$ cat src/hw/lsb_pkg.sv
`default_nettype none

package lsb_pkg;

    typedef logic [3:0]         tag_t;
    typedef logic [31:0]        data_t;
    typedef logic [31:0]        addr_t;
    typedef logic signed [11:0] imm_t;
    typedef logic [1:0]         len_t;

    // access sizes
    localparam len_t LEN_1 = 2'd0;
    localparam len_t LEN_2 = 2'd1;
    localparam len_t LEN_4 = 2'd2;

    // NONE is skipped by dispatch
    typedef enum logic [3:0] {
        NONE = 4'd0,
        LB   = 4'd1,
        LH   = 4'd2,
        LW   = 4'd3,
        LBU  = 4'd4,
        LHU  = 4'd5,
        SB   = 4'd6,
        SH   = 4'd7,
        SW   = 4'd8
    } mem_op_t;

    function automatic logic is_load(mem_op_t op);
        return (op == LB) || (op == LH) || (op == LW) || (op == LBU) || (op == LHU);
    endfunction

    function automatic logic is_store(mem_op_t op);
        return (op == SB) || (op == SH) || (op == SW);
    endfunction

    function automatic len_t op_len(mem_op_t op);
        case (op)
            LB, LBU, SB: return LEN_1;
            LH, LHU, SH: return LEN_2;
            default:     return LEN_4;
        endcase
    endfunction

    function automatic addr_t sext_imm(imm_t imm);
        return {{20{imm[11]}}, imm};
    endfunction

endpackage

`default_nettype wire
$ cat src/hw/cdb_arbiter.sv
`default_nettype none

module cdb_arbiter (
    input  wire logic           clk,
    input  wire logic           rst,

    input  wire logic           rsp_en,
    input  wire lsb_pkg::tag_t  rsp_tag,
    input  wire lsb_pkg::data_t rsp_data,

    input  wire logic           ex_en,
    input  wire lsb_pkg::tag_t  ex_tag,
    input  wire lsb_pkg::data_t ex_data,

    output logic                cdb_en,
    output lsb_pkg::tag_t       cdb_tag,
    output lsb_pkg::data_t      cdb_data,
    output logic                ex_stall
);

    // execute unit holds its result while stalled
    assign ex_stall = rsp_en && ex_en;

    always_ff @(posedge clk) begin
        if (rst) begin
            cdb_en <= 1'b0;
        end else begin
            cdb_en <= rsp_en || ex_en;
        end
    end

    // load response has priority
    always_ff @(posedge clk) begin
        if (rsp_en) begin
            cdb_tag  <= rsp_tag;
            cdb_data <= rsp_data;
        end else if (ex_en) begin
            cdb_tag  <= ex_tag;
            cdb_data <= ex_data;
        end
    end

endmodule

`default_nettype wire

$ cat config.mk
export PLATFORM = sky130hd
export DESIGN_NAME = cdb_arbiter
export DESIGN_NICKNAME = d
export VERILOG_FILES = /design/src/hw/lsb_pkg.sv /design/src/hw/cdb_arbiter.sv
export SDC_FILE = /design/constraint.sdc
export NUM_CORES = 1
export LEC_CHECK = 0
export BUFFER_PORTS_ARGS = -buffer_cell sky130_fd_sc_hd__clkbuf_2
export CAP_MARGIN = 40
export CORE_MARGIN = 2
export CORE_UTILIZATION = 42
export CTS_BUF_LIST = sky130_fd_sc_hd__clkbuf_4
export CTS_CLUSTER_SIZE = 30
export DETAILED_ROUTE_END_ITERATION = 8
export PLACE_DENSITY = 0.89
export SYNTH_ARGS = -nofsm -noshare
export SYNTH_HDL_FRONTEND = slang
export SYNTH_SLANG_ARGS = --single-unit
$ cat constraint.sdc
create_clock -name clk -period 2.37 [get_ports clk]
set_clock_uncertainty 0.2 [all_clocks]
set_input_delay 0.1185 -clock clk [delete_from_list [all_inputs] [get_ports clk]]
set_output_delay 0.1185 -clock clk [all_outputs]
set_load 0.005 [all_outputs]
# Yosys cells after proc, flatten, opt, wreduce, memory -nomap -nowiden
# Index checks and enable logic that the tools add are counted.
# W data, S select, Z words.
# word_totals
reg_bits,37
inputBits,76
wordCells,10
# classes
n_mux,4
n_reduce_logical,3
# ops
cell,count
$mux W32,2
$mux W4,2
$reduce_bool A2 Y1,1
$logic_and A1 B1 Y1,1
$logic_or A1 B1 Y1,1

# Logic depth before layout (Yosys ltp)
# logic_depth
depth_word,2
depth_mapped,3

# Least setup slack after synthesis
# No wires, ideal clock.
# synth_timing
kind,input to register
start,input port rsp_en
end,"register cdb_data[0], enable pin"
arrival_time_ns,1.242
required_ns,1.775
setup_slack_ns,0.534
cell_stages,3
path_cell_list,buf_6 buf_6 or2_1
# synth_via
elab_chain_cells,1
# synth_lines
element,line,rtl
from (decl),cdb_arbiter.sv:7,"input wire logic rsp_en,"
$reduce_bool A2 Y1 (no source line),n/a,
to (signal assigned),cdb_arbiter.sv:36,cdb_data <= rsp_data;
to (signal assigned),cdb_arbiter.sv:39,cdb_data <= ex_data;
to (decl),cdb_arbiter.sv:17,"output lsb_pkg::data_t cdb_data,"
# Every way passes these cells.
# A chain may end at the register's enable or synchronous reset.

# Worst setup path in the final report
# layout_timing
start,input port rsp_en
end,register cdb_data[21] (data pin)
# layout_via
elab_chain_cells,1
# layout_lines
element,line,rtl
$mux W32,cdb_arbiter.sv:34,if (rsp_en) begin
# Every way passes these cells.

==> impl_metrics.csv <==
group,metric,value,unit
run_status,outcome,"completed",
synthesis,ys.flop_type,"edfxtp_1",
synthesis,synth.most_common_cell,"edfxtp_1",
finish,syn_to_final_growth,87.9,%
place,dpl_cell_area,2200,um2
clock_tree,cts_root_buf,"clkbuf_4",
grt,grt_pass1_vias,1624,
setup_path,start_kind,"input port",
drt,post-route-drc-count,0,
drt,wl_met1,1960,um
setup_path,cp-end-kind,"flip-flop",
pwr,combPwrFrac,24.1,%
timing,final.setup.tns,0,ps
worst_hold_path,min_path_type,"input port to flip-flop",
timing,tightest_slew,517,ps
clock_tree,clockBufferDepth,2,
setup_path,crit_chain,"clkbuf_2 -> buf_4 -> mux2_2 -> dlygate4sd3_1",
pwr,finalPower,1.52,mW
floorplanning,dieWidth,65.6,um
timing,setup_viol,0,
drt,vias,1499,
setup_path,required,2250,ps
timing,period_share,83.7,%
floorplanning,core_area,3660,um2
drt,drt_first_pass_iters,5,
floorplanning,dieArea,4300,um2
synthesis,syn_area_per_cell,19.9,um2
drt,postRouteWirelength,5490,um
pwr,swShare,22.5,%
setup_path,crit_arrival,1870,ps
clock_tree,cts_made_buffers,5,
finish,final_area,2990,um2
setup_path,cp_slowest_cell,"dlygate4sd3_1",
timing,rsz0062_at_grt,"no",
pwr,p_int,1.18,mW
timing,slew_viol_final,0,
place,io_buffers,113,
timing,hold_violations,0,
clock_tree,cts_max_level,2,
synthesis,yosys.area.top_type,"edfxtp_1",
setup_path,max_stage_delay,560,ps
drt,wl_met2,2960,um
synthesis,synth_nets,156,
synthesis,yosysWarnings,0,
pwr,switching_power,0.342,mW
pwr,pwr-share-seq,54.3,%
synthesis,ys_ff_latch,37,
setup_path,critPathKind,"input port to flip-flop",
grt,antenna_found_initial,0,
synthesis,synth_edf_count,36,
finish,drive_gt1_share,58.2,%
pwr,power.density,507,nW/um2
pwr,clockPowerShare,21.6,%
grt,grt_use_total,26.9,%
synthesis,synth.distinct_cells,9,
clock_tree,clock_sinks,37,
synthesis,synthCells,80,
setup_path,crit_family,"buffers and inverters",
grt,grt_start_max_net_pins,37,
drt,routedWlPerCell,17.1,um
floorplanning,start_util,43.5,%
finish,multi_input_area,454,um2
setup_path,crit_buf_inv,3,
synthesis,synth_area_leaders,"edfxtp_1, mux2_2, mux2_4",
pwr,peakVddDrop,0.000390,V
pwr,p_leak,1.38,nW
synthesis,synth_top_area_share,67.9,%
drt,top_layer,"met4",
clock_tree,cts_tree,"done",
finish,nets,348,
finish,seqCellArea,1100,um2
synthesis,ys_seq_area_share,69.1,%
setup_path,path_max_fanout,21,
finish,antennaDiodeCount,0,
flow_run,maxCapViolCount,0,
finish,nFillCells,192,
grt,grt_pass1_wl,7980,um
timing,fin_crit,1980,ps
clock_tree,post_cts_resized,0,
drt,via_per_inst,4.67,
synthesis,async_flop_share,0,%
synthesis,synthesis.area,1590,um2
place,gp_congestion,0.699,
floorplanning,rows,22,
timing,slew_headroom,65.6,%
floorplanning,num_io_pins,114,
grt,grt-ovfl-total,0,
floorplanning,die_h,65.6,um
synthesis,synthTopCellsByCount,"edfxtp_1, mux2_2, mux2_4, buf_4, buf_6",
drt,routed-wl-met3,438,um
timing,timing.fmax,504,MHz
clock_tree,path_clk_slew,100,ps
drt,drt_iter0_drc,67,
drt,ant_nets,0,
place,dp_hpwl,2490,um
final timing paths:
kind	to	depth (start not counted)	startpoint
max	cdb_data[21]$_DFFE_PP_	4	rsp_en
min	cdb_en$_SDFF_PP0_	3	rst
sequential cells by signal, summed over array words and instances (netlist names):
register / count
cdb_en: 1
cdb_tag: 4
cdb_data: 32
per-layer routing:
layer	vias up	track usage [%]
met3	13	8.73
met5	-	0
met2	90	50.5
met4	0	10.9
li1	695	-
met1	701	27.1
timing repair:
| action | in CTS | in global routing |
|---|---|---|
| buffers inserted | 0 | 0 |
| hold buffers | 74 | 0 |
| hold endpoints to repair | 37 | 0 |
| endpoints found under the setup margin | 0 | 0 |
cells in the final DEF, fill, tap and decap left out:
cell / n
mux2_4: 7
clkbuf_4: 7
dlygate4sd3_1: 74
edfxtp_1: 36
dfxtp_1: 1
mux2_2: 29
o21ba_2: 1
clkbuf_2: 113
or2_1: 1
clkinv_1: 1
and2_1: 1
buf_4: 2
metrics by stage:
step                      instances  hold WS [ps]  utilization [%]  setup WS (ps)
after floorplan                  80          44.9                -            534
after global placement          239           156             60.0            650
after detailed placement        239           159             60.0            618
after CTS                       321           363             81.7            450
after global routing            321           400             81.7            343
final                           321           416             81.7            385
power by group through the flow:
stage          logic (mW)  registers, mW  clock network, mW
3_3_place_gp        0.227          0.830                  0
3_5_place_dp        0.230          0.834                  0
6_report            0.366          0.824              0.327
5_1_grt             0.391          0.829              0.367
2_1_floorplan      0.0818          0.843                  0
4_1_cts             0.345          0.819              0.336
cell families after synthesis:
group | share of synthesized area, %
buf+inv | 2.36
compound gates | 0.628
simple gates | 0.786
flops | 69.1
mux | 27.1
layout make-up:
cell class	count	share of cell area (%)
Tap cell	48	2.01
Multi-Input combinational cell	39	15.2
Sequential cell	37	36.8
Timing Repair Buffer	189	44.1
Clock inverter	1	0.125
Clock buffer	7	1.76
No activity file was read; power rests on OpenSTA's default activity.
